===== config.mk =====
export PLATFORM = sky130hd
export DESIGN_NAME = event_fifo
export DESIGN_NICKNAME = d
export VERILOG_FILES = /design/src/logic/event_fifo.sv
export SDC_FILE = /design/constraint.sdc
export NUM_CORES = 1
export LEC_CHECK = 0
export BUFFER_PORTS_ARGS = -buffer_cell sky130_fd_sc_hd__buf_2
export CELL_PAD_IN_SITES_DETAIL_PLACEMENT = 1
export CELL_PAD_IN_SITES_GLOBAL_PLACEMENT = 1
export CORE_MARGIN = 2
export CORE_UTILIZATION = 52
export CTS_CLUSTER_DIAMETER = 120
export DETAILED_ROUTE_END_ITERATION = 12
export PLACE_DENSITY = 0.9
export SYNTH_ARGS = -nofsm -noshare
export SYNTH_HDL_FRONTEND = slang
export SYNTH_SLANG_ARGS = --single-unit

===== constraint.sdc =====
create_clock -name CLOCK_50 -period 2.9 [get_ports CLOCK_50]
set_input_delay 0.29 -clock CLOCK_50 [delete_from_list [all_inputs] [get_ports CLOCK_50]]
set_output_delay 0.29 -clock CLOCK_50 [all_outputs]
set_load 0.02 [all_outputs]

===== src/logic/event_fifo.sv =====
`timescale 1ns/1ns

module event_fifo #(
    parameter type payload_t = logic [7:0],
    parameter int depth = 4
) (
    input  logic     CLOCK_50,
    input  logic     KEY0,
    input  logic     push,
    input  payload_t din,
    input  logic     pop,
    output payload_t dout,
    output logic     not_empty,
    output logic     full
);

    localparam int ptr_bits = (depth > 1) ? $clog2(depth) : 1;
    localparam int cnt_bits = $clog2(depth + 1);

    payload_t slots [depth];
    logic [ptr_bits-1:0] wr_ptr;
    logic [ptr_bits-1:0] rd_ptr;
    logic [cnt_bits-1:0] count;
    logic do_push;
    logic do_pop;

    assign not_empty = (count != '0);
    assign full = (count == cnt_bits'(depth));

    // Full pushes and empty pops are ignored
    assign do_push = push && !full;
    assign do_pop = pop && not_empty;

    // Head is visible without a pop
    assign dout = slots[rd_ptr];

    always_ff @(posedge CLOCK_50) begin
        if (do_push)
            slots[wr_ptr] <= din;
    end

    always_ff @(posedge CLOCK_50 or negedge KEY0) begin
        if (!KEY0) begin
            wr_ptr <= '0;
            rd_ptr <= '0;
            count <= '0;
        end else begin
            if (do_push)
                wr_ptr <= (wr_ptr == ptr_bits'(depth - 1)) ? '0 : wr_ptr + 1'b1;
            if (do_pop)
                rd_ptr <= (rd_ptr == ptr_bits'(depth - 1)) ? '0 : rd_ptr + 1'b1;
            if (do_push && !do_pop)
                count <= count + 1'b1;
            else if (do_pop && !do_push)
                count <= count - 1'b1;
        end
    end

endmodule


==> results.txt <==
The flow ran to the end, and the final reports show no timing, DRC or antenna violations. In the routed design, unresolved DRC markers number 0. Instance count after placement with tap cells included: 141. The logs give 0 for the count of final max-slew check failures and 2410 ps for the data arrival time of the worst path.

In this design, the stage delay of the slowest critical-path cell is 480 ps. The tools report the detailed-route via count as 761. The worst setup path endpoint was count[2].

Synthesis inferred 39 register bits. After detailed routing, the average wire length per cell comes to 17.6 um. Yosys mapped the design onto 19 distinct sky130hd cell types. The tools report the startpoint of the worst setup timing path as count[0]. Leakage power total: 0.000711 uW.

After the last flow step, the layout net total stands at 124. Clock sink count: 39. The CTS clock-pin slew for the worst setup and hold paths is 120 ps, and the final cell count without fillers is 150. Adding up every negative setup slack in the final design gives 0 ps. The worst slack on hold paths was 158 ps; the final period demand of the worst path was 2130 ps. The path class of the tightest hold or removal check is in -> reg. Clock tree synthesis inserted a total of 5 buffers.

The overall die area is 3600 sq um. Measured against the total synthesized area, the mux share comes to 15.4%. The master of the slowest instance on the critical path was dfrtp_1. The compound-cell area share of the yosys netlist is 0%. After synthesis, the largest family of logic cells by area is multiplexers.

The run gives 340 ps as the clock network latency to the later pin of the worst-skew pair. From synthesis to final layout, the design area changed by 14.2%. The worst setup path is launched from a register. In this run the power density over the cells is 1030 nW/um^2. The logs give 862 for the via count of the first global-routing pass and 22 for the number of top-level pins. The required time at the worst-slack endpoint was 3170 ps.

Grouping stages by cell kind, the critical path spends the most delay in simple AND/OR/NAND/NOR gates. The first routing iteration left 9 violations. In this design, the critical path's most frequently occurring cell is xor2_1. The horizontal die dimension works out to 60.0 um. For the post-DP HPWL, the log shows 1920 um. The mapped cell area is 1630 sq um. The tools report the number of hold-slack violations in the final timing report as 0. Setup repair after global routing left no endpoint under its margin.

The number of nets in the synthesized netlist is 98. In this run the tool buffered the top-level ports with 21 buffer cells. Of the total synthesized cell area, the portion taken by AND, OR, NAND and NOR gates is 5.60%.

Once the clock tree was built, the setup fixing pass inserted 0 buffers. TritonCTS built the clock tree. The signal on the critical path passes through or3_4, nand2_4, ha_1, inv_1, fa_1, xor2_1, nor2_1, xor2_1.

For this run, the top clock speed supported by timing is 469 MHz. The starting density of the core came out at 53.9%. The logs give 3030 sq um for the core footprint and 0.623 for the routability congestion estimate from global placement. The synthesized netlist devotes 1.61% of its cell area to XOR and XNOR gates. The number of cell instances on the worst register-to-register path works out to 8.

The logs give 1920 uW for the power consumption and 4200 um for the global-route wire length before repair. The critical path depth in cells works out to 8. The clock arrives with 7.71 ps of skew. The clock passes through at most 2 buffers.

The worst setup path is of the reg -> reg kind. Hold buffer count at CTS: 1. The worst-case register-to-register setup slack came out at 770 ps. Setup violations remaining at the end of the flow were counted as 0.

During synthesis, Yosys emitted a total of 0 warnings. The count of nets left with antenna violations once routing finished came out at 0. For this run, the detailed router's first-pass iteration total came to 4. The count of buffering cells on the critical path with inverters included was 1; the biggest fanout along the worst timing path was 4.

The run gives 79 as the cell count after synthesis. The routed design has 2650 um of wire. In this run the clock root is driven by a clkbuf_4. Number of antenna violations at the first check in global routing: 0. Across the run, the number of max-cap violations was 0. The worst-case IR drop observed on VDD is 0.578 mV.

The H-tree was split into 2 levels. The post-cts resize count was 0. The finished cells cover 1860 sq um. The share of post-route cells with drive strength above 1 was 47.2%.

The total overflow left after global routing is 0. The logs give 60.9% for the tightest slew margin relative to the limit and 14 for the largest net degree at the start of global routing. Each instance of the synthesized netlist takes up on average 20.7 sq um. The tools report the endpoint of the worst-slack reg-to-reg timing path as count[2]. The synthesized-area fraction occupied by adder cells works out to 5.83%. The tools report the global-route usage over all layers as 17.6%. Measured along the y axis, the die boundary spans 60.0 um. The floorplan has 20 rows. Summing the sequential cell areas from Yosys gives 69.6% of the chip area.

Using the TritonRoute via totals, the vias-per-cell ratio works out to 5.07. In this run the critical register-to-register path is launched from count[0]. 0 antenna diodes ended up in the layout. The share of the cycle needed by the critical path after routing works out to 73.6%.

The endpoint kind of the worst setup timing path is a register. In this run the cell area measured after placement is 1770 sq um. Slew of the pin with the lowest slew margin: 586 ps.
metrics by stage:
step	setup WS [ps]	utilization, %
finish	766	61.5
global route	630	61.5
CTS	719	61.5
detailed placement	742	58.5
global placement	879	58.5
floorplan	863	-
final cells by class:
type | instances | area (sq um)
tap | 44 | 55.1
clock buffer | 5 | 37.5
clock inverter | 3 | 43.8
multi-input combinational | 34 | 464
sequential | 39 | 1140
inverter | 3 | 11.3
fill | 275 | 1160
timing repair buffer | 22 | 115
cell usage in the layout (no fill, tap or decap), drive strengths merged:
cell type	Yosys	layout
and2	4	4
nor2b	1	1
xnor2	1	1
buf	2	21
dlygate4sd3	0	1
mux2	5	5
inv	3	3
bufinv	0	1
nor3b	1	1
clkinv	0	2
ha	6	6
or3	1	1
fa	1	1
nand2	1	1
dfrtp	7	7
mux4	8	8
clkbuf	1	5
xor2	2	2
edfxtp	32	32
nor2	3	3
cell usage after synthesis, drive strengths merged:
master | instances | area, sq um
inv | 3 | 11.3
mux4 | 8 | 180
mux2 | 5 | 71.3
or3 | 1 | 11.3
and2 | 4 | 30.0
xnor2 | 1 | 8.76
nor2b | 1 | 8.76
fa | 1 | 20.0
xor2 | 2 | 17.5
edfxtp | 32 | 961
nor2 | 3 | 11.3
clkbuf | 1 | 3.75
nor3b | 1 | 18.8
nand2 | 1 | 11.3
dfrtp | 7 | 175
buf | 2 | 16.3
ha | 6 | 75.1
metal layers:
| metal | global-route usage, % | share of wire (%) | up-vias |
|---|---|---|---|
| met5 | 0 | 0 | - |
| met4 | 7.62 | 1.4 | 0 |
| met3 | 6.49 | 4.3 | 4 |
| met2 | 29.2 | 54 | 18 |
| met1 | 20.4 | 40 | 387 |
| li1 | - | - | 352 |
cell families (layout without fill, tap and decap cells):
kind of cell | after synthesis | in the layout
buffers and inverters | 6 | 33
flip-flops | 39 | 39
AND/OR/NAND/NOR | 11 | 11
adder cells (fa/ha/maj) | 7 | 7
multiplexers | 13 | 13
XOR/XNOR | 3 | 3
how the worst min path moves through the flow:
stage,slack (ps),from,cells past startpoint,to
final,160,din[5],1,slots[3][5]
after detailed placement,140,KEY0,1,rd_ptr[0]
after floorplan,-6,KEY0,0,count[0]
after CTS,140,din[3],1,slots[1][3]
after global routing,130,din[5],1,slots[0][5]
after global placement,130,KEY0,1,count[1]
registers in the layout, indices dropped and copies added (netlist names):
| signal | cells |
|---|---|
| count | 3 |
| wr_ptr | 2 |
| slots | 32 |
| rd_ptr | 2 |
power breakdown:
group / internal (uW) / leakage, uW / switching, uW
sequential: 757 / 0.000375 / 138
clock: 181 / 0.0000452 / 177
combinational: 344 / 0.000290 / 321
(Power assumes the default switching activity.)
