## config.mk

```make
export PLATFORM = sky130hd
export DESIGN_NAME = key_irq_ctrl
export DESIGN_NICKNAME = d
export VERILOG_FILES = /design/src/logic/soc_periph_pkg.sv /design/src/logic/key_irq_ctrl.sv /design/src/logic/event_fifo.sv
export SDC_FILE = /design/constraint.sdc
export NUM_CORES = 1
export LEC_CHECK = 0
export CELL_PAD_IN_SITES_DETAIL_PLACEMENT = 0
export CELL_PAD_IN_SITES_GLOBAL_PLACEMENT = 2
export CORE_ASPECT_RATIO = 2
export CORE_MARGIN = 2
export CORE_UTILIZATION = 46
export DETAILED_ROUTE_END_ITERATION = 16
export DONT_BUFFER_PORTS = 1
export PLACE_DENSITY_LB_ADDON = 0.1
export SLEW_MARGIN = 15
export SYNTH_ARGS = -nofsm -noshare
export SYNTH_HDL_FRONTEND = slang
export SYNTH_SLANG_ARGS = --single-unit
```

## constraint.sdc

```tcl
create_clock -name CLOCK_50 -period 3.3 [get_ports CLOCK_50]
set_input_delay 0.165 -clock CLOCK_50 [delete_from_list [all_inputs] [get_ports CLOCK_50]]
set_output_delay 0.165 -clock CLOCK_50 [all_outputs]
set_load 0.03 [all_outputs]
```

## src/logic/soc_periph_pkg.sv

```systemverilog
package soc_periph_pkg;

    // Key code from the keyboard decoder, zero means no key
    typedef logic [7:0] key_code_t;

    // Byte bound for the console
    typedef logic [7:0] uart_byte_t;

    // Queue sizes
    localparam int key_fifo_depth = 4;
    localparam int uart_fifo_depth = 8;

endpackage

```

## src/logic/key_irq_ctrl.sv

```systemverilog
`timescale 1ns/1ns

module key_irq_ctrl (
    input  logic                      CLOCK_50,
    input  logic                      KEY0,
    input  logic                      key_strobe,
    input  soc_periph_pkg::key_code_t key_code,
    input  logic                      key_pop,
    output soc_periph_pkg::key_code_t key_head,
    output logic [3:0]                irq_vector,
    input  logic                      irq_ack
);

    logic key_push;
    logic key_avail;
    logic key_full;

    // Zero codes carry no key, full queue drops the event
    assign key_push = key_strobe && (key_code != '0) && !key_full;

    event_fifo #(
        .payload_t (soc_periph_pkg::key_code_t),
        .depth     (soc_periph_pkg::key_fifo_depth)
    ) key_fifo0 (
        .CLOCK_50  (CLOCK_50),
        .KEY0      (KEY0),
        .push      (key_push),
        .din       (key_code),
        .pop       (key_pop),
        .dout      (key_head),
        .not_empty (key_avail),
        .full      (key_full)
    );

    // One interrupt outstanding at a time
    // keyboard uses vector 1
    always_ff @(posedge CLOCK_50 or negedge KEY0) begin
        if (!KEY0) begin
            irq_vector <= 4'd0;
        end else if (irq_vector != 4'd0) begin
            if (irq_ack)
                irq_vector <= 4'd0;
        end else if (key_avail) begin
            // Raised again after an ack while codes remain
            irq_vector <= 4'd1;
        end
    end

endmodule

```

## src/logic/event_fifo.sv

```systemverilog
`timescale 1ns/1ns

module event_fifo #(
    parameter type payload_t = logic [7:0],
    parameter int depth = 4
) (
    input  logic     CLOCK_50,
    input  logic     KEY0,
    input  logic     push,
    input  payload_t din,
    input  logic     pop,
    output payload_t dout,
    output logic     not_empty,
    output logic     full
);

    localparam int ptr_bits = (depth > 1) ? $clog2(depth) : 1;
    localparam int cnt_bits = $clog2(depth + 1);

    payload_t slots [depth];
    logic [ptr_bits-1:0] wr_ptr;
    logic [ptr_bits-1:0] rd_ptr;
    logic [cnt_bits-1:0] count;
    logic do_push;
    logic do_pop;

    assign not_empty = (count != '0);
    assign full = (count == cnt_bits'(depth));

    // Full pushes and empty pops are ignored
    assign do_push = push && !full;
    assign do_pop = pop && not_empty;

    // Head is visible without a pop
    assign dout = slots[rd_ptr];

    always_ff @(posedge CLOCK_50) begin
        if (do_push)
            slots[wr_ptr] <= din;
    end

    always_ff @(posedge CLOCK_50 or negedge KEY0) begin
        if (!KEY0) begin
            wr_ptr <= '0;
            rd_ptr <= '0;
            count <= '0;
        end else begin
            if (do_push)
                wr_ptr <= (wr_ptr == ptr_bits'(depth - 1)) ? '0 : wr_ptr + 1'b1;
            if (do_pop)
                rd_ptr <= (rd_ptr == ptr_bits'(depth - 1)) ? '0 : rd_ptr + 1'b1;
            if (do_push && !do_pop)
                count <= count + 1'b1;
            else if (do_pop && !do_push)
                count <= count - 1'b1;
        end
    end

endmodule

```

==> metrics.yaml <==
sta:
  grt_setup_unrepaired: "false"
  max_slew_margin_pct: 59.9
  max_slew.worst_pin.slew_ps: 601
  period_share_pct: 65.2
  setup_slack_ps: 1150
  final-hold-violation-count: 0
  clock.fmax_ghz: 0.465
  finalSetupViolCount: 0
  whs_ps: 116
  fin_worst_skew_ps: 2.42
  finalWorstPathRequiredPeriod_ps: 2150
  fin_setup_tns_ps: 0
  finalMaxSlewViolations: 0
die:
  row_count: 31
  design.core.area_sq_um: 3610
  ios: 25
  die_height_um: 90.2
  die_area_sq_um: 4250
  initial_utilization_pct: 47.4
  die_width_um: 47.1
global_routing:
  grt_use_total_pct: 14.7
  antenna_found_initial: 0
  grt.overflow.total: 0
  global_route_wire_length_before_repair_um: 4170
  first_global_vias: 851
  pin_count_of_the_biggest_net_entering_global_routing: 13
min_path:
  holdCritStartpoint: "key_pop"
  min_path_type: "input pin to flop"
  holdPathStages: 2
  hold_end: "key_fifo0.rd_ptr[0]"
logic_synthesis:
  synth_most_common_cell: "edfxtp_1"
  postSynthCellCount: 87
  yosys_warnings: 0
  ys_seq_area_share_pct: 67.9
  ys_async_sr_fraction_pct: 20.0
  synth.avg_cell_area_sq_um: 19.6
  post_synth_instance_area_sq_um: 1710
  area_contributors_post_synth: "edfxtp_1, dfrtp_1, mux4_2"
  synth_ff_type: "edfxtp_1"
  synthTopCellsByCount: "edfxtp_1, dfrtp_1, mux4_2, ha_1"
  synth_area_leader_cell: "edfxtp_1"
  ys_seq_elements: 40
  synth_edf_count: 32
  synth_top_area_share_pct: 56.2
  synth.lib_cells_used.distinct: 24
flow_run:
  max_cap_viol_count: 0
power_and_ir_drop:
  power_switching_w: 0.000591
  power.internal_w: 0.00114
  netSwitchingFraction_pct: 34.2
  powerDensity_nw_per_um2: 885
  clockPowerShare_pct: 22.2
  pwr-share-seq_pct: 47.3
  comb_power_share_pct: 30.5
  finalPower_w: 0.00173
  max-vdd-ir-drop_uv: 494
  p_leak_nw: 0.691
finish:
  antennaDiodeCount: 0
  syn_to_final_growth_pct: 14.3
  finish.net_count: 121
  nFillCells: 326
  finish.cell_count_without_fillers: 151
  multi_input_comb_area_sq_um: 509
  drive_gt1_share_pct: 23.5
  register_area_sq_um: 1160
placed_design:
  place_inst: 133
  globalplace.congestion: 0.669
  numPortBuffers: 0
  place_hpwl_um: 1850
  pre_cts_slack_ps: 1140
clock_tree:
  clock_tree_from_tritoncts: "done"
  cts_inserted_buffers: 5
  postCtsSetupRepairBufs: 0
  cts-root-buf: "clkbuf_8"
  hold_buffers: 10
  cts.sinks: 40
  post_cts_resize_count: 0
  clkTransAtPathRegs_ps: 70
  clock_latency_ps: 280
  htree_levels: 2
  clock_tree.buffer_depth: 2
critical_path:
  worst-r2r-cell-count: 8
  worst_setup_sp_type: "flop"
  worstPathMaxFanout: 7
  worst-endpoint-required_ps: 3500
  timing.critical_path.mode_cell: "xor2_1"
  setup.worst_path.class: "flop to flop"
  rr_endpoint: "key_fifo0.count[2]"
  critical_path.max_stage_delay_ps: 480
  worst-r2r-setup-slack_ps: 1150
  crit_arrival_ps: 2360
  worstSetupEndpointType: "flop"
  crit_path_top_delay_cell: "dfrtp_1"
  ordered_cell_list_for_the_critical_path: "nor2_2 -> a221oi_4 -> ha_1 -> inv_1 -> fa_1 -> xor2_1 -> nor2_1 -> xor2_1"
  timing.rr.start: "key_fifo0.count[0]"
drt:
  routed_wl_um: 2630
  route.antenna.remaining_nets: 0
  vias: 777
  detail_route.first_pass.iterations: 4
  detail_route.vias_per_cell: 5.15
  routed_wire_length_per_instance_um: 17.4
  detailedRoute.firstIterationViolations: 8
  remaining_drc_errors: 0
run_status:
  status: "finished, final reports clean"
==> power groups by stage <==
stage	clock network, W	logic (W)	registers [W]
after floorplan	0	0.000509	0.000759
after global placement	0	0.000519	0.000828
after detailed placement	0	0.000522	0.000837
after CTS	0.000394	0.000540	0.000826
after global routing	0.000412	0.000580	0.000839
final	0.000384	0.000527	0.000817
==> layout by cell type (no fill, tap or decap), drive strengths merged <==
cell and n:
a221oi 1, a21o 1, fa 1, dfrtp 8
dlygate4sd3 10, xor2 2, inv 4, edfxtp 32
conb 3, nor3 1, xnor2 1, a21oi 1
clkinv 1, and2 4, bufinv 1, nor4 3
mux2 4, o31ai 1, mux4 8, clkbuf 6
ha 6, nor2 3
==> final cells by class <==
type | instances | share of cell area, %
clock buffers | 6 | 3.71
clock inverters | 2 | 1.79
inverters | 4 | 0.768
multi-input cells | 40 | 26.1
flip-flops and latches | 40 | 59.4
well taps | 49 | 3.14
repair buffers | 10 | 5.12
==> cells by family after synthesis <==
logic type,after synthesis,share of synthesized area (%)
other,1,0.219
and+or+nand+nor,11,5.42
xor gates and xnor gates,3,1.54
muxes,12,13.6
DFF,40,67.9
buffers and inverters,9,2.71
AOI/OAI and AO/OA,4,3.00
adders and majority gates,7,5.56
==> routing by layer <==
metal	routed length, um	vias to the layer above	GRT usage, %
met1	924	390	15.1
li1	-	355	-
met4	105	0	9.49
met2	1480	24	24.0
met3	122	8	4.22
met5	0	-	0
==> state kept, by name, indices dropped and copies added, names as in the netlist <==
| name | cells |
|---|---|
| key_fifo0.rd_ptr | 2 |
| key_fifo0.slots | 32 |
| key_fifo0.wr_ptr | 2 |
| key_fifo0.count | 3 |
| irq_vector | 1 |
==> through the flow <==
stage / cell area [sq um] / util (%)
after floorplan: 1720 / -
after global placement: 1750 / 48.4
after detailed placement: 1750 / 48.4
after CTS: 1950 / 54.2
after global routing: 1950 / 54.2
final: 1950 / 54.2
==> worst max path at each step <==
| stage | slack (ps) | depth (start not counted) | endpoint | startpoint |
|---|---|---|---|---|
| after floorplan | 1340 | 8 | key_fifo0.count[2] | key_fifo0.count[0] |
| after global placement | 1240 | 8 | key_fifo0.count[2] | key_fifo0.count[0] |
| after detailed placement | 1140 | 8 | key_fifo0.count[2] | key_fifo0.count[0] |
| after CTS | 1120 | 8 | key_fifo0.count[2] | key_fifo0.count[0] |
| after global routing | 990 | 8 | key_fifo0.count[2] | key_fifo0.count[0] |
| final | 1150 | 8 | key_fifo0.count[2] | key_fifo0.count[0] |
==> worst max-delay path: cells and delay by family, from the launching register on <==
family	cells	cell delay (ps)
flip-flops	1	480
AND/OR/NAND/NOR	2	200
adder cells (fa/ha/maj)	2	630
XOR/XNOR	2	320
AO/OA/AOI/OAI	1	380
buffers and inverters	1	60
(Power assumes the default switching activity.)
