## config.mk

```make
export PLATFORM = sky130hd
export DESIGN_NAME = bus_decoder
export DESIGN_NICKNAME = d
export VERILOG_FILES = /design/src/logic/soc_periph_pkg.sv /design/src/logic/soc_bus_pkg.sv /design/src/logic/bus_decoder.sv
export SDC_FILE = /design/constraint.sdc
export NUM_CORES = 1
export LEC_CHECK = 0
export BUFFER_PORTS_ARGS = -buffer_cell sky130_fd_sc_hd__buf_2
export CAP_MARGIN = 20
export CORE_AREA = 2 2 114 116
export DETAILED_ROUTE_END_ITERATION = 16
export DIE_AREA = 0 0 116 118
export GPL_ROUTABILITY_DRIVEN = 0
export GPL_TIMING_DRIVEN = 1
export REMOVE_ABC_BUFFERS = 1
export SYNTH_ARGS = -nofsm -noshare
export SYNTH_HDL_FRONTEND = slang
export SYNTH_SLANG_ARGS = --single-unit
```

## constraint.sdc

```tcl
create_clock -name CLOCK_50 -period 1.2 [get_ports CLOCK_50]
set_input_delay 0.12 -clock CLOCK_50 [delete_from_list [all_inputs] [get_ports CLOCK_50]]
set_output_delay 0.12 -clock CLOCK_50 [all_outputs]
set_load 0.1 [all_outputs]
```

## src/logic/soc_periph_pkg.sv

```systemverilog
package soc_periph_pkg;

    // Key code from the keyboard decoder, zero means no key
    typedef logic [7:0] key_code_t;

    // Byte bound for the console
    typedef logic [7:0] uart_byte_t;

    // Queue sizes
    localparam int key_fifo_depth = 4;
    localparam int uart_fifo_depth = 8;

endpackage

```

## src/logic/soc_bus_pkg.sv

```systemverilog
package soc_bus_pkg;

    // Memory map, byte addresses
    localparam logic [63:0] rom_base = 64'h0000_0000_0000_0000;
    localparam logic [63:0] rom_size = 64'h0000_0000_0000_1000;
    localparam logic [63:0] ram_base = 64'h0000_0000_0000_1000;
    localparam logic [63:0] ram_size = 64'h0000_0000_0000_1000;

    // Peripheral registers
    localparam logic [63:0] uart_addr = 64'h0000_0000_0000_2000;
    localparam logic [63:0] key_addr = 64'h0000_0000_0000_2008;

    // 8 KB of 32-bit words, ROM in the low half
    localparam int mem_words = 2048;
    localparam int mem_addr_bits = 11;

    // Data bus request from the core
    typedef struct packed {
        logic [63:0] addr;
        logic [63:0] wdata;
        logic we;
        logic re;
    } bus_req_t;

    // Instruction fetch, held until fetch_valid
    typedef struct packed {
        logic req;
        logic [63:0] pc;
    } fetch_req_t;

    // One access on the memory port
    typedef struct packed {
        logic [mem_addr_bits-1:0] idx;
        logic [31:0] data;
        logic we;
    } mem_cmd_t;

endpackage
```

## src/logic/bus_decoder.sv

```systemverilog
`timescale 1ns/1ns

module bus_decoder (
    input  logic                       CLOCK_50,
    input  logic                       KEY0,
    input  soc_bus_pkg::bus_req_t      bus_req,
    output soc_bus_pkg::mem_cmd_t      data_cmd,
    output logic                       data_sel,
    input  logic [31:0]                mem_rdata,
    output logic                       key_pop,
    input  soc_periph_pkg::key_code_t  key_head,
    output logic                       uart_push,
    output soc_periph_pkg::uart_byte_t uart_data,
    output logic [63:0]                bus_read_data
);

    logic rom_sel;
    logic ram_sel;
    logic uart_sel;
    logic key_sel;
    logic mem_rd_d;
    logic key_rd_d;
    soc_periph_pkg::key_code_t key_hold;

    // Address decode
    assign rom_sel = (bus_req.addr >= soc_bus_pkg::rom_base) &&
                     (bus_req.addr < soc_bus_pkg::rom_base + soc_bus_pkg::rom_size);
    assign ram_sel = (bus_req.addr >= soc_bus_pkg::ram_base) &&
                     (bus_req.addr < soc_bus_pkg::ram_base + soc_bus_pkg::ram_size);
    assign uart_sel = (bus_req.addr == soc_bus_pkg::uart_addr);
    assign key_sel = (bus_req.addr == soc_bus_pkg::key_addr);

    // Memory access toward the arbiter, ROM writes are blocked in the RAM
    assign data_sel = (bus_req.re || bus_req.we) && (rom_sel || ram_sel);
    always_comb begin
        data_cmd.idx = bus_req.addr[soc_bus_pkg::mem_addr_bits+1:2];
        data_cmd.data = bus_req.wdata[31:0];
        data_cmd.we = bus_req.we;
    end

    // Peripheral strobes
    assign uart_push = bus_req.we && uart_sel;
    assign uart_data = bus_req.wdata[7:0];
    assign key_pop = bus_req.re && key_sel;

    // Queue head taken in the same cycle as its pop
    always_ff @(posedge CLOCK_50) begin
        if (key_pop)
            key_hold <= key_head;
    end

    // Select lines up with the RAM read latency
    always_ff @(posedge CLOCK_50 or negedge KEY0) begin
        if (!KEY0) begin
            mem_rd_d <= 1'b0;
            key_rd_d <= 1'b0;
        end else begin
            mem_rd_d <= bus_req.re && (rom_sel || ram_sel);
            key_rd_d <= key_pop;
        end
    end

    // Registered read mux, holds its value on unmapped reads
    always_ff @(posedge CLOCK_50 or negedge KEY0) begin
        if (!KEY0) begin
            bus_read_data <= 64'd0;
        end else if (mem_rd_d) begin
            bus_read_data <= {32'd0, mem_rdata};
        end else if (key_rd_d) begin
            bus_read_data <= {56'd0, key_hold};
        end
    end

endmodule

```

==> results of run 1 <==
[registers in the layout, summed over array words and instances (netlist names)]
register / flops
key_rd_d: 1
key_hold: 8
mem_rd_d: 1
bus_read_data: 32
[critical path, delay by kind of cell]
kind	cells	cell delay (ps)
buffers and inverters	2	320
and+or+nand+nor	4	1130
[logic make-up after synthesis]
kind of cell	after synthesis	synth area share
multiplexers	8	0.0344
flip-flops	42	0.469
other	1	0.00161
AND/OR/NAND/NOR	39	0.103
AO/OA/AOI/OAI	32	0.108
buffers and inverters	91	0.284
[power by group through the flow]
stage               sequential, mW  clock (mW)  combinational (mW)
floorplan                     1.48           0               0.446
finish                        1.45        1.48               0.934
global placement              1.48           0               0.858
detailed placement            1.48           0               0.865
global route                  1.45        1.60               0.967
CTS                           1.45        1.54               0.918
[final cells by class]
type | instances | area (um2) | area share
diodes | 1 | 2.50 | 0.000676
clock buffers | 5 | 125 | 0.0338
clock inverters | 3 | 40.0 | 0.0108
multi-input cells | 112 | 846 | 0.228
flip-flops and latches | 42 | 1090 | 0.295
well taps | 172 | 215 | 0.0581
repair buffers | 176 | 1380 | 0.373
[placed cells by master, fill, tap and decap left out, types with 3 or more instances in the layout]
cell       count
a22o_1        24
buf_12        21
buf_2        115
buf_4         14
buf_6         16
buf_8          3
clkbuf_16      5
clkbuf_4       6
conb_1        32
dfrtp_1       32
edfxtp_1       8
mux2i_1        7
nand2_1        9
nand4_1        3
nor2_1         4
nor4_2         5
nor4_4         7
o21ai_0        8
[per-stage QoR]
stage	cell area [um2]	setup WS, ps	setup TNS, ps	util	cells
global route	3700	-541	-3190	0.298	510
floorplan	1780	-1540	-27530	-	153
finish	3700	-490	-2550	0.298	511
global placement	3200	-593	-11940	0.258	495
CTS	3540	-483	-1680	0.285	503
detailed placement	3200	-572	-12960	0.258	495
[layer usage]
layer	vias to the layer above	track usage
li1	893	-
met1	961	0.145
met2	201	0.187
met3	8	0.0860
met4	2	0.0216
met5	-	0.0549
[path summary, 6_finish.rpt]
kind	cells after the start	from	endpoint
max reg2reg	3	key_rd_d	bus_read_data[2]
min reg2reg	1	bus_read_data[27]	bus_read_data[27]
min	1	key_head[6]	key_hold[6]
min in group asynchronous	3	KEY0	bus_read_data[5]
max in group asynchronous	3	KEY0	mem_rd_d
max	6	bus_req[129]	data_sel
[timing repair]
action | CTS | global route
pin swaps | 13 | 8
endpoints found under the setup margin | 35 | 44
buffers inserted | 0 | 6
resized for setup | 27 | 27
hold endpoints to repair | 34 | 0
hold buffers | 1 | 0
cloned | 0 | 1
==> results.md, run 1 <==
- Logic pwr share: 0.241
- I/O Buffers: 154
- Fin crit share: 1.41
- Top cells by area, synth: dfrtp_1 37%, buf_4 27%, edfxtp_1 10%
- Most numerous cell in the Yosys netlist: buf_4
- WP data required: 1080 ps
- Final wirelength: 9360 um
- Uppermost layer routed: met5
- Final ANT Viol Nets: 0
- Post-synthesis sequential area ratio: 0.469
- GR Util All Layers: 0.125
- Final Hold Viols: 0
- Tot Pwr: 3.87 mW
- TritonCTS Buffers: 5
- DR DRC count: 0
- Synth async-reset ratio: 0.810
- Power Density: 1040 nW/um2
- P_leak: 1.72 nW
- Ports: 291
- Core area: 12,400 um2
- Initial drt markers: 66
- Die area: 13,700 um2
- Main synth FF type: dfrtp_1
- WL met2: 3990 um
- Power Internal: 2.63 mW
- Crit end category: output port
- Met3 wire length: 1590 um
- FP Rows: 41
- Post-synth top area share: 0.366
- Max Cap Viol: 0
- #FFs+latches synth: 42
- Total gr overflow: 0
- Syn. warnings: 0
- CP max FO: 2
- Clk Latency, worst-skew pair: 270 ps
- Status: finished, violations left
- Drt wl/cell: 18.3 um
- Net Sw Frac: 0.320
- Clock power share: 0.383
- CP cell instances: buf_2 -> nor4_1 -> nand4_1 -> or3_4 -> nor4_4 -> buf_12
- CTS Sinks: 42
- Fraction of layout cells with a size suffix above 1: 0.607
- Number of H-tree levels: 2
- Worst Hold Class: primary input to flip-flop
- Synth unique cells: 21
- Post-synth top cells: 84 x buf_4, 34 x dfrtp_1, 24 x a22o_1
- Syn Inst Count: 213
- Via/cell ratio: 4.04
- Slowest cell on crit path: or3_4
- Final nets: 509
- Sequential fraction of design power: 0.376
- Drt pass-1 iters: 4
- WS Path Type: primary input to output port
- First-pass GRT wire length: 12,400 um
- Initial antenna violation count: 0
- DR vias: 2,065
- Initial core utilization: 0.187
- Maximum VDD drop: 0.554 mV
- Clock Skew: 3.87 ps
- Largest net degree at the start of global routing: 41
- Vias in the first global route: 2,075
- CTS root buffer: clkbuf_16
- R2R setup slack: 100 ps
- Endpoints failing setup: 11
- Switching pwr: 1.24 mW
- Max Slew Vio Count: 0
- CTS max path bufs: 2
- Met1 wire length: 3670 um
- Die Y: 118 um
- Worst setup slack after layout: -490 ps
- Achievable frequency: 592 MHz
- Max stage delay on crit path: 420 ps
- Clk slew on worst S/H paths: 60 ps
- CTS tree: done
- Worst hold slack: 20.3 ps
- Critical Path AT: 1570 ps
- Violated checks: setup timing
- Mapped cell area: 2330 um2
- Crit start category: primary input
- Area growth from synthesis to layout: 59.2%
- Chip width: 116 um
- Final min period: 1690 ps
- HPWL after DPL: 7490 um
- Syn avg cell area: 10.9 um2
- Post-synth EDFFs: 8
- RSZ-0062 raised after global routing: yes
- Largest area contributor in the netlist: dfrtp_1
- Fillers: 1,294
Power figures use the tool's default switching activity.
==> inputs of run 2 (changes only) <==
--- a/config.mk
+++ b/config.mk
@@ -5,11 +5,11 @@
 export SDC_FILE = /design/constraint.sdc
 export NUM_CORES = 1
 export LEC_CHECK = 0
-export BUFFER_PORTS_ARGS = -buffer_cell sky130_fd_sc_hd__buf_2
 export CAP_MARGIN = 20
 export CORE_AREA = 2 2 114 116
 export DETAILED_ROUTE_END_ITERATION = 16
 export DIE_AREA = 0 0 116 118
+export DONT_BUFFER_PORTS = 1
 export GPL_ROUTABILITY_DRIVEN = 0
 export GPL_TIMING_DRIVEN = 1
 export REMOVE_ABC_BUFFERS = 1
==> constraint.sdc (replaced) <==
create_clock -name CLOCK_50 -period 1.5 [get_ports CLOCK_50]
set_input_delay 0.15 -clock CLOCK_50 [delete_from_list [all_inputs] [get_ports CLOCK_50]]
set_output_delay 0.15 -clock CLOCK_50 [all_outputs]
set_load 0.1 [all_outputs]
==> results.md, run 2 (same netlist as run 1, synthesis figures left out) <==
- Status: finished, violations left
- Violated checks: setup timing
- Setup crit start: bus_req[93]
- Worst min-delay path startpoint: mem_rdata[6]
- Final ANT Viol Nets: 0 (unchanged)
- Power Density: 977 nW/um2 (-6.5%)
- Ports: 291 (unchanged)
- CP dominant cell by count: nor4_4
- Via/cell ratio: 4.14 (+2.6%)
- R2R Path Start: mem_rd_d
- TritonCTS Buffers: 5 (unchanged)
- Net Sw Frac: 0.298 (-0.0220)
- Drt wl/cell: 22.4 um (+22%)
- Fin crit share: 1.13
- Endpoints failing setup: 2 (-9)
- Final instance area: 2810 um2 (-24%)
- Final wirelength: 8650 um (-7.5%)
- Max stage delay on crit path: 410 ps (about the same)
- Clock power share: 0.422 (+0.039)
- Worst hold slack: 11.3 ps (-9.06 ps)
- Worst Tran Pin Value: 568 ps
- Power Internal: 1.92 mW (-27%)
- GR Util All Layers: 0.117 (-0.00826)
- Fillers: 1,324 (+2.3%)
- Crit start category: primary input
- Number of buffer and inverter stages on the critical path: 1 (-1)
- Max Cap Viol: 0 (unchanged)
- DR vias: 1,604 (-22%)
- Initial antenna violation count: 0 (unchanged)
- Clk slew on worst S/H paths: 60 ps (about the same)
- Logic pwr share: 0.154 (-0.087)
- Fraction of layout cells with a size suffix above 1: 0.316 (-0.290)
- FF-to-FF path depth: 2 (-1)
- Area growth from synthesis to layout: 20.6%
- Core area: 12,400 um2 (unchanged)
- Critical Path AT: 1550 ps (-20 ps)
- FP Rows: 41 (unchanged)
- Worst setup slack after layout: -201 ps (+289 ps)
- Max reg flops: 32 (unchanged)
- CTS max path bufs: 2 (unchanged)
- Maximum VDD drop: 0.394 mV (-29%)
- Drt pass-1 iters: 4 (unchanged)
- Max Slew Vio Count: 0 (unchanged)
- CP max FO: 2 (unchanged)
- First-pass GRT wire length: 11,100 um (-10%)
- Die area: 13,700 um2 (unchanged)
- Post-Place Worst Slack: -264 ps (+307 ps)
- WP data required: 1350 ps (+270 ps)
- Fin Setup TNS: -297 ps (+2250 ps)
- Commonest non-fill, non-tap cell in the layout: buf_4
- Final Hold Viols: 0 (unchanged)
- HPWL after DPL: 7120 um (-5.0%)
- Met1 wire length: 3360 um (-8.4%)
- Met3 wire length: 1640 um (+2.8%)
- Final min period: 1700 ps
- Largest regs: bus_read_data (32), key_hold (8)
- Initial core utilization: 0.187 (unchanged)
- Sequential fraction of design power: 0.424 (+0.048)
- Worst Hold Class: primary input to flip-flop
- Vias in the first global route: 1,666 (-20%)
- Switching pwr: 0.817 mW (-34%)
- DR DRC count: 0 (unchanged)
- Kind of cell adding the most delay to the critical path: simple AND/OR/NAND/NOR gates
- Hold worst-path end: bus_read_data[6]
- Biggest register: bus_read_data
- Crit end category: output port
- Die Y: 118 um (unchanged)
- Diode count: 0 (-1)
- Final nets: 386 (-24%)
- P_leak: 1.13 nW (-35%)
- CTS tree: done
- Slew HR: 0.620
- Worst R2R End: bus_read_data[17]
- Clock Skew: 3.70 ps (-0.168 ps)
- R2R setup slack: 320 ps (+220 ps)
- Total gr overflow: 0 (unchanged)
- Largest net degree at the start of global routing: 41 (unchanged)
- Chip width: 116 um (unchanged)
- Number of H-tree levels: 2 (unchanged)
- CTS root buffer: clkbuf_16
- I/O Buffers: 0 (-100%)
- RSZ-0062 raised after global routing: yes
- Hold Crit Depth: 2 (+1)
- Tot Pwr: 2.74 mW (-29%)
- Post-Place Cell Area: 2370 um2 (-26%)
- Achievable frequency: 588 MHz
- Clk Latency, worst-skew pair: 280 ps (about the same)
- Most frequent cells in the layout: 37 x buf_4, 34 x dfrtp_1, 32 x conb_1, 24 x a22o_1, 12 x dlygate4sd3_1
- Uppermost layer routed: met5
- WS Path Type: primary input to output port
- CTS Sinks: 42 (unchanged)
- WL met2: 3450 um (-14%)
- Slowest cell on crit path: or3_4
- CP cell instances: nor4_4 -> nand3_2 -> or3_4 -> nor4_4 -> clkbuf_16
- Initial drt markers: 44 (-33%)
-- run 2: how the worst max path moves through the flow --
| stage | end | cells past startpoint | slack (ps) |
|---|---|---|---|
| floorplan | data_sel | 4 | -1300 |
| global placement | data_sel | 5 | -200 |
| detailed placement | data_sel | 5 | -260 |
| CTS | data_sel | 5 | -210 |
| global route | data_sel | 5 | -270 |
| finish | data_sel | 5 | -200 |
-- run 2: final cells by class --
| type | instances | area [um2] | share of cell area |
|---|---|---|---|
| Clock buffer | 6 | 150 | 0.0535 |
| Clock inverter | 2 | 13.8 | 0.00491 |
| Multi-Input combinational cell | 111 | 832 | 0.297 |
| Sequential cell | 42 | 1090 | 0.389 |
| Tap cell | 172 | 215 | 0.0767 |
| Timing Repair Buffer | 54 | 503 | 0.179 |
-- run 2: worst register-to-register path, stage by stage, from the launching register on --
cell     delay, ps
dfrtp_1        400
nor2_4         470
a22o_1         240
-- run 2: routing by layer --
layer / vias up / GRT usage
met4: 2 / 0.0313
li1: 641 / -
met3: 13 / 0.0906
met1: 746 / 0.132
met5: - / 0.0353
met2: 202 / 0.167
-- run 2: timing repair --
action | 4_1_cts | 5_1_grt
pin swaps | 5 | 7
hold buffers | 13 | 0
endpoints found under the hold margin | 45 | 0
setup endpoints to repair | 27 | 3
buffers inserted | 1 | 0
gates resized for setup | 9 | 12
-- run 2: stage by stage --
stage | utilization | instances
after floorplan | - | 153
after global placement | 0.191 | 365
after detailed placement | 0.191 | 365
after CTS | 0.221 | 387
after global routing | 0.226 | 387
final | 0.226 | 387
-- run 2: power groups by stage --
stage | sequential [mW] | clock [mW] | combinational [mW]
2_1_floorplan | 1.18 | 0 | 0.357
3_3_place_gp | 1.18 | 0 | 0.359
3_5_place_dp | 1.18 | 0 | 0.359
4_1_cts | 1.16 | 1.19 | 0.415
5_1_grt | 1.16 | 1.24 | 0.431
6_report | 1.16 | 1.16 | 0.421
