==> config.mk <==
export PLATFORM = sky130hd
export DESIGN_NAME = mem_arbiter
export DESIGN_NICKNAME = d
export VERILOG_FILES = /design/src/logic/soc_bus_pkg.sv /design/src/logic/mem_arbiter.sv
export SDC_FILE = /design/constraint.sdc
export NUM_CORES = 1
export LEC_CHECK = 0
export ABC_AREA = 1
export BUFFER_PORTS_ARGS = -buffer_cell sky130_fd_sc_hd__clkbuf_2
export CAP_MARGIN = 5
export CORE_AREA = 2 2 86 88
export DETAILED_ROUTE_END_ITERATION = 8
export DIE_AREA = 0 0 88 90
export PLACE_DENSITY = 0.64
export SYNTH_ARGS = -nofsm -noshare
export SYNTH_HDL_FRONTEND = slang
export SYNTH_SLANG_ARGS = --single-unit
==> constraint.sdc <==
create_clock -name CLOCK_50 -period 2.7 [get_ports CLOCK_50]
set_clock_uncertainty 0.2 [all_clocks]
set_input_delay 0.54 -clock CLOCK_50 [delete_from_list [all_inputs] [get_ports CLOCK_50]]
set_output_delay 0.54 -clock CLOCK_50 [all_outputs]
set_load 0.005 [all_outputs]
==> src/logic/soc_bus_pkg.sv <==
package soc_bus_pkg;

    // Memory map, byte addresses
    localparam logic [63:0] rom_base = 64'h0000_0000_0000_0000;
    localparam logic [63:0] rom_size = 64'h0000_0000_0000_1000;
    localparam logic [63:0] ram_base = 64'h0000_0000_0000_1000;
    localparam logic [63:0] ram_size = 64'h0000_0000_0000_1000;

    // Peripheral registers
    localparam logic [63:0] uart_addr = 64'h0000_0000_0000_2000;
    localparam logic [63:0] key_addr = 64'h0000_0000_0000_2008;

    // 8 KB of 32-bit words, ROM in the low half
    localparam int mem_words = 2048;
    localparam int mem_addr_bits = 11;

    // Data bus request from the core
    typedef struct packed {
        logic [63:0] addr;
        logic [63:0] wdata;
        logic we;
        logic re;
    } bus_req_t;

    // Instruction fetch, held until fetch_valid
    typedef struct packed {
        logic req;
        logic [63:0] pc;
    } fetch_req_t;

    // One access on the memory port
    typedef struct packed {
        logic [mem_addr_bits-1:0] idx;
        logic [31:0] data;
        logic we;
    } mem_cmd_t;

endpackage
==> src/logic/mem_arbiter.sv <==
`timescale 1ns/1ns

module mem_arbiter (
    input  logic                    CLOCK_50,
    input  logic                    KEY0,
    input  soc_bus_pkg::mem_cmd_t   data_cmd,
    input  logic                    data_sel,
    input  soc_bus_pkg::fetch_req_t fetch,
    output soc_bus_pkg::mem_cmd_t   mem_cmd,
    input  logic [31:0]             mem_rdata,
    output logic [31:0]             instr,
    output logic                    fetch_valid
);

    soc_bus_pkg::mem_cmd_t fetch_cmd;
    logic fetch_busy;
    logic fetch_grant;
    logic fetch_rd;

    // Fetch is a plain read of the word at pc
    always_comb begin
        fetch_cmd.idx = fetch.pc[soc_bus_pkg::mem_addr_bits+1:2];
        fetch_cmd.data = 32'd0;
        fetch_cmd.we = 1'b0;
    end

    // One fetch in flight until its fetch_valid
    assign fetch_busy = fetch_rd || fetch_valid;

    // Data always wins the port
    assign fetch_grant = fetch.req && !data_sel && !fetch_busy;

    assign mem_cmd = data_sel ? data_cmd : fetch_cmd;

    // Stage one marks read data on mem_rdata, stage two is fetch_valid
    always_ff @(posedge CLOCK_50 or negedge KEY0) begin
        if (!KEY0) begin
            fetch_rd <= 1'b0;
            fetch_valid <= 1'b0;
        end else begin
            fetch_rd <= fetch_grant;
            fetch_valid <= fetch_rd;
        end
    end

    // Memory is little endian, the core wants bytes reversed
    always_ff @(posedge CLOCK_50) begin
        if (fetch_rd)
            instr <= {mem_rdata[7:0], mem_rdata[15:8], mem_rdata[23:16], mem_rdata[31:24]};
    end

endmodule

==> results of run 1 <==
Yosys cell counts:
cell,count,area [um^2]
buf_4,2,15.0
buf_6,4,45.0
dfrtp_1,2,50.1
edfxtp_1,32,961
inv_1,35,131
inv_2,1,3.75
nand2_1,67,251
nand2_2,1,6.26
nor2_1,1,3.75
cells by family after synthesis:
| logic type | after synthesis |
|---|---|
| DFF | 34 |
| buffers and inverters | 42 |
| and+or+nand+nor | 69 |
worst max path at each step:
stage	slack [ps]	end	cells past startpoint	start
finish	790	mem_cmd[41]	5	data_sel
global route	680	mem_cmd[41]	5	data_sel
global placement	790	mem_cmd[37]	5	data_sel
CTS	760	mem_cmd[41]	5	data_sel
detailed placement	760	mem_cmd[41]	5	data_sel
floorplan	1020	mem_cmd[34]	5	data_sel
per-stage QoR:
step	hold WS (ps)	area, um^2
3_3_place_gp	127	2390
5_1_grt	227	2480
3_5_place_dp	134	2390
2_1_floorplan	44.4	1470
4_1_cts	226	2480
6_report	238	2480
power by group:
group / switching, mW / internal, mW
registers: 0.00714 / 0.604
clock network: 0.161 / 0.177
logic: 0.0881 / 0.101
total: 0.256 / 0.882
registers in the layout (all words and copies together), names as in the netlist:
| register | flops |
|---|---|
| fetch_valid | 1 |
| fetch_rd | 1 |
| instr | 32 |
area by class of cell:
class | instances | area, um^2
Tap cell | 99 | 124
Clock inverter | 2 | 8.76
Fill cell | 712 | 4540
Timing Repair Buffer | 171 | 868
Inverter | 36 | 135
Sequential cell | 34 | 1010
Multi-Input combinational cell | 69 | 262
Clock buffer | 6 | 72.6
cell usage in the layout (no fill, tap or decap):
cell type and count:
buf_4 3, clkbuf_1 1, clkbuf_2 167, clkbuf_8 5, clkinv_1 1, clkinv_2 1, dfrtp_1 2, dlygate4sd3_1 1
edfxtp_1 32, inv_1 35, inv_2 1, nand2_1 67, nand2_2 1, nor2_1 1
per-layer routing:
layer  global-route usage [%]  part of all wire, %  wire length [um]  up-vias
met2                     17.5                   50              2060      122
met5                        0                    0                 0        -
met4                     3.85                  1.5                61        0
li1                         -                    -                 -      769
met3                     2.85                   14               599        5
met1                     9.66                   35              1440      656
==> results.toml, run 1 <==
[run_status]
status = "completed"

[placed_design]
pre_cts_ws_ps = 763
dp.cells = 408
place.port_buffers = 167
gp_congestion = 0.742
place_hpwl_mm = 3.59

[yosys]
synthMuxAreaShare_pct = 0
synth_cell_types = 9
synth_fp_nets = 289
syn_area_um2 = 1470
synth_seq_cells = 34
syn-mean-instance-area_um2 = 10.1
synth_compound_area_share_pct = 0
synthSimpleGateAreaFrac_pct = 17.8
synthAdderAreaFrac_pct = 0
seq_area_frac_synth_pct = 68.9
synth_top_family_by_area = "simple AND/OR/NAND/NOR gates"
ys_warn_count = 0
synth_cells = 145
synth_xor_area_share_pct = 0

[clock_network]
cts_hold_buf = 1
clock_latency_ps = 270
cts-buffers-inserted = 5
cts_tree = "done"
post_cts_buffers = 0
htreeDepth = 2
clockRootBuffer = "clkbuf_8"
clkTransAtPathRegs_ps = 60
cts.sinks = 34
cts_buffer_depth = 2
ctsResizeCount = 0

[detailed_routing]
vias = 1552
drt_wl_total_mm = 4.16
wl_per_cell_um = 9.98
viasPerCell = 3.72
final_antenna_net_count = 0
drcViolationCount = 0
drt_first_pass_iters = 4
first_iter_violations = 46

[final_layout]
drive_above_1_share_pct = 56.0
antennaDiodeCount = 0
area_growth_pct = 69.1
final_util_pct = 35.3
layoutNonFillerInstCount = 417
final_nets = 461

[hold_path]
hold_class = "in2reg"
holdPathStages = 1
hold_start = "mem_rdata[20]"
worstHoldEndpoint = "instr[12]"

[power_and_ir_drop]
totalPowerFinal_mw = 1.14
power-per-cell-area_nw_per_um2 = 459
cellLeakagePower_nw = 1.53
peakVddDrop_uv = 165

[die]
die_area_um2 = 7920
initial_core_util_pct = 20.9
die_y_um = 90
ios = 221
core_region_area_um2 = 7020
die_x_um = 88
num_rows = 31

[setup_path]
worstPathMaxFanout = 22
crit_chain = "clkbuf_2 > buf_4 > nand2_1 > nand2_1 > clkbuf_2"
worstPathRequired_ps = 1960
r2r_setup_slack_ps = 1310
critPathMaxStageDelay_ps = 240
r2r_cells = 1
critical-path-top-delay-family = "buffers and inverters"
cp_slowest_cell = "buf_4"
critical_path_buf_inv_count = 3
critPathLaunchType = "input port"
r2r_end = "instr[27]"
path_class = "in2out"
crit_path_end_kind = "output port"
worstPathArrival_ps = 1170
timing.rr.start = "fetch_rd"

[global_route]
grt_overflow = 0
grt_max_degree = 29
grt_pass1_vias = 1359
antenna_found_initial = 0
track_usage_pct = 9.48
grt_pass1_wl_mm = 5.94

[sta]
finalHoldViolations = 0
fin_crit_ps = 1910
drv_slew = 0
relSlewSlack_pct = 77.2
timing.fmax_mhz = 523
tns_ps = 0
finalSetupViolCount = 0
worst_pin_slew_ps = 342
rsz0062_at_grt = "no"
fin_crit_sh_pct = 70.8
setup_ws_ps = 788

[flow_run]
max_cap_viol_count = 0
Note: power is estimated with default switching activity, not from simulation.
==> run 2, diff against run 1 <==
--- a/config.mk
+++ b/config.mk
@@ -11,7 +11,7 @@
 export CORE_AREA = 2 2 86 88
 export DETAILED_ROUTE_END_ITERATION = 8
 export DIE_AREA = 0 0 88 90
-export PLACE_DENSITY = 0.64
+export PLACE_DENSITY = 0.66
 export SYNTH_ARGS = -nofsm -noshare
 export SYNTH_HDL_FRONTEND = slang
 export SYNTH_SLANG_ARGS = --single-unit
==> constraint.sdc (replaced) <==
create_clock -name CLOCK_50 -period 1.5 [get_ports CLOCK_50]
set_clock_uncertainty 0.2 [all_clocks]
set_input_delay 0.3 -clock CLOCK_50 [delete_from_list [all_inputs] [get_ports CLOCK_50]]
set_output_delay 0.3 -clock CLOCK_50 [all_outputs]
set_load 0.005 [all_outputs]
==> results.toml, run 2 (synthesis gave the netlist of run 1 again) <==
[die]
die_area_um2 = 7920
core_region_area_um2 = 7020
ios = 221
die_x_um = 88
initial_core_util_pct = 20.9
num_rows = 31
die_y_um = 90

[final_layout]
largest_reg_flops = 32
seqCellArea_um2 = 1010
max_flop_register = "instr"
multi_input_area_um2 = 262
final_nets = 490
layout_commonest_cell = "clkbuf_2"
drive_above_1_share_pct = 51.6
finish.instance_area_um2 = 2810
layout_common_cells = "clkbuf_2, nand2_1, inv_1"
area_growth_pct = 91.5
reg.largest.list = "instr: 32 flops, fetch_rd: 1 flops, fetch_valid: 1 flops"
fill_cells = 704
antennaDiodeCount = 0

[placed_design]
place.port_buffers = 167
gp_congestion = 0.695
pre_cts_ws_ps = 74.6
place_hpwl_mm = 3.44
placedInstanceArea_um2 = 2430

[flow_run]
max_cap_viol_count = 0

[global_route]
antenna_found_initial = 0
track_usage_pct = 10.8
grt_overflow = 0
grt_pass1_vias = 1527
grt_max_degree = 35
grt_pass1_wl_mm = 6.69

[setup_path]
timing.rr.start = "fetch_rd"
cp_slowest_cell = "inv_2"
critPathLaunchType = "input port"
startpoint = "data_sel"
critPathMaxStageDelay_ps = 200
worstPathMaxFanout = 12
worstPathArrival_ps = 910
path_class = "in2out"
crit_path_end_kind = "output port"
worstPathRequired_ps = 1000
crit_chain = "clkbuf_2 > inv_2 > nand2_1 > nand2_1 > clkbuf_2"

[power_and_ir_drop]
cellLeakagePower_nw = 1.66
totalPowerFinal_mw = 2.13
power-per-cell-area_nw_per_um2 = 758
peakVddDrop_uv = 247

[hold_path]
hold_class = "in2reg"
hold_start = "mem_rdata[0]"

[sta]
timing.fmax_mhz = 708
relSlewSlack_pct = 85.1
fin_crit_ps = 1410
drv_slew = 0
whs_ps = 5.43
tns_ps = 0
fin_crit_sh_pct = 94.2
rsz0062_at_grt = "no"
worst_pin_slew_ps = 224
finalSetupViolCount = 0
finalHoldViolations = 0
setup_ws_ps = 86.6

[detailed_routing]
first_iter_violations = 28
drt_first_pass_iters = 4
drcViolationCount = 0
drt_wl_total_mm = 4.45
final_antenna_net_count = 0
vias = 1618
wl_per_cell_um = 9.97
viasPerCell = 3.63

[clock_network]
cts-buffers-inserted = 5
cts_tree = "done"
post_cts_buffers = 0
clockRootBuffer = "clkbuf_8"
cts_buffer_depth = 2
clkTransAtPathRegs_ps = 60
htreeDepth = 2
cts.sinks = 34
clock_latency_ps = 270

[run_status]
status = "completed"
## run 2: cell count changes in the layout (fill, tap and decap cells not counted)
cell           delta
dfrtp_2           +1
buf_4             -3
dlygate4sd3_1    +29
buf_12            +3
dfrtp_1           -1
## run 2: final cells by class
class	count	share of cell area (%)
Clock inverter	2	0.312
Timing Repair Buffer	200	42.6
Tap cell	99	4.41
Sequential cell	34	36.0
Inverter	36	4.81
Multi-Input combinational cell	69	9.31
Clock buffer	6	2.58
## run 2: worst paths after layout
path,cells after the start,to,slack [ps]
setup / recovery,5,mem_cmd[40],90
hold / removal,1,instr[24],5
setup reg to reg,1,instr[8],410
hold reg to reg,3,fetch_rd,300
max in group asynchronous,2,fetch_rd,850
min in group asynchronous,2,fetch_valid,140
## run 2: worst max-delay path: cells and delay by family
family	cells	cell delay (ps)
and+or+nand+nor	2	150
buffers and inverters	3	450
## run 2: through the flow
| stage | std cells | utilization, % |
|---|---|---|
| after global placement | 408 | 34.6 |
| after floorplan | 145 | - |
| after global routing | 446 | 40.0 |
| final | 446 | 40.0 |
| after detailed placement | 408 | 34.6 |
| after CTS | 445 | 39.9 |
## run 2: routing by layer
metal | vias to the layer above | global-route usage (%) | routed length (um)
met5 | - | 0 | 0
met4 | 0 | 3.85 | 68
met3 | 5 | 3.58 | 570
met2 | 116 | 20.6 | 2260
met1 | 670 | 10.4 | 1550
li1 | 827 | - | -
## run 2: power breakdown
part	switching (mW)	internal, mW
Sequential	0.0113	1.09
Combinational	0.174	0.242
Clock	0.296	0.318
Total	0.482	1.65
## run 2: timing repair
action	in CTS	in global routing
gates resized for setup	0	0
endpoints found under the hold margin	30	1
hold buffers	29	1
==> run 3, diff against run 2 <==
--- a/config.mk
+++ b/config.mk
@@ -8,10 +8,11 @@
 export ABC_AREA = 1
 export BUFFER_PORTS_ARGS = -buffer_cell sky130_fd_sc_hd__clkbuf_2
 export CAP_MARGIN = 5
-export CORE_AREA = 2 2 86 88
+export CORE_ASPECT_RATIO = 0.7
+export CORE_MARGIN = 10
+export CORE_UTILIZATION = 26
 export DETAILED_ROUTE_END_ITERATION = 8
-export DIE_AREA = 0 0 88 90
-export PLACE_DENSITY = 0.66
+export PLACE_DENSITY = 0.79
 export SYNTH_ARGS = -nofsm -noshare
 export SYNTH_HDL_FRONTEND = slang
 export SYNTH_SLANG_ARGS = --single-unit
==> results.toml, run 3 (synthesis gave the netlist of run 1 again) <==
[global_route]
antenna_found_initial = 0
grt_pass1_wl_mm = 8.93
grt_pass1_vias = 1896
grt_max_degree = 29
grt_overflow = 0
track_usage_pct = 12.3

[sta]
fin_crit_ps = 1400
setup_ws_ps = 97.5
drv_slew = 0
finalSetupViolCount = 0
finalHoldViolations = 0
relSlewSlack_pct = 86.9
worst_pin_slew_ps = 196
fin_crit_sh_pct = 93.5
rsz0062_at_grt = "no"
timing.fmax_mhz = 713
tns_ps = 0

[die]
core_region_area_um2 = 5340
die_y_um = 82.9
num_rows = 22
die_x_um = 110
ios = 221
initial_core_util_pct = 27.5
die_area_um2 = 9100

[final_layout]
drive_above_1_share_pct = 51.9
max_flop_register = "instr"
final_nets = 493
layout_commonest_cell = "clkbuf_2"
layout_common_cells = "clkbuf_2, nand2_1, inv_1"
largest_reg_flops = 32
antennaDiodeCount = 0
reg.largest.list = "instr: 32 flops, fetch_rd: 1 flops, fetch_valid: 1 flops"
area_growth_pct = 90.8

[power_and_ir_drop]
cellLeakagePower_nw = 1.67
power-per-cell-area_nw_per_um2 = 769
peakVddDrop_uv = 374

[detailed_routing]
drcViolationCount = 0
viasPerCell = 3.93
drt_wl_total_mm = 5.77
first_iter_violations = 34
wl_per_cell_um = 13.7
vias = 1656
drt_first_pass_iters = 4
final_antenna_net_count = 0

[clock_network]
cts.sinks = 34
cts_tree = "done"
cts-buffers-inserted = 5
htreeDepth = 2
clockRootBuffer = "clkbuf_8"
ctsResizeCount = 0
clock_latency_ps = 270
clkTransAtPathRegs_ps = 60
cts_buffer_depth = 2

[setup_path]
startpoint = "data_sel"
critPathCapture = "mem_cmd[42]"
critPathLaunchType = "input port"
r2r_end = "instr[12]"
worstPathMaxFanout = 12
timing.rr.start = "fetch_rd"
worstPathRequired_ps = 1000
r2r_setup_slack_ps = 430
worstPathArrival_ps = 900
r2r_cells = 1
path_class = "in2out"
crit_path_end_kind = "output port"

[hold_path]
hold_class = "in2reg"

[placed_design]
place.port_buffers = 167
place_hpwl_mm = 4.79
pre_cts_ws_ps = 69.3
gp_congestion = 0.708

[run_status]
status = "completed"

[flow_run]
max_cap_viol_count = 0
-- run 3: cell count changes in the layout (fill, tap and decap cells not counted), sizes merged --
cell	previous run	this run
buf	3	5
dlygate4sd3	30	31
clkinv	2	0
clkinvlp	0	1
-- run 3: worst min-delay path by stage --
| stage | start | endpoint | cells past startpoint |
|---|---|---|---|
| floorplan | KEY0 | fetch_rd | 0 |
| global placement | KEY0 | fetch_valid | 1 |
| detailed placement | KEY0 | fetch_valid | 1 |
| CTS | mem_rdata[20] | instr[12] | 1 |
| global route | mem_rdata[22] | instr[14] | 1 |
| finish | mem_rdata[24] | instr[0] | 1 |
-- run 3: critical path, cell delays in order --
cell and delay (ps):
clkbuf_2 150, inv_2 190, nand2_1 70, nand2_1 70, clkbuf_2 110
-- run 3: repair_timing --
action                    4_1_cts  5_1_grt
buffers inserted                0        0
hold buffers                   28        3
hold endpoints to repair       29        3
-- run 3: final cells by class --
class,count,area (um^2)
Clock buffer,6,72.6
Clock inverter,1,7.51
Fill cell,502,2540
Inverter,36,135
Multi-Input combinational cell,69,262
Sequential cell,34,1010
Tap cell,72,90.1
Timing Repair Buffer,203,1220
-- run 3: through the flow --
stage / power (mW) / utilization, % / instances / hold WS [ps] / area [um^2]
3_3_place_gp: 1.48 / 45.1 / 383 / -109 / 2410
5_1_grt: 2.28 / 52.4 / 421 / 2.18 / 2800
2_1_floorplan: 1.24 / - / 145 / -196 / 1470
4_1_cts: 2.18 / 51.9 / 418 / 1.34 / 2770
3_5_place_dp: 1.49 / 45.1 / 383 / -106 / 2410
6_report: 2.15 / 52.4 / 421 / 11.7 / 2800
-- run 3: routing by layer --
metal,track usage [%],wire [um],up-vias
li1,-,-,832
met1,11.1,1970,733
met2,23.3,3190,79
met3,5.17,464,12
met4,4.68,137,0
met5,0,0,-
-- run 3: where the power goes --
group / internal [mW] / switching [mW] / total [mW] / leakage (nW)
Combinational: 0.248 / 0.184 / 0.431 / 1.31
Sequential: 1.09 / 0.0111 / 1.10 / 0.321
Clock: 0.318 / 0.306 / 0.624 / 0.0373
Total: 1.65 / 0.501 / 2.15 / 1.67
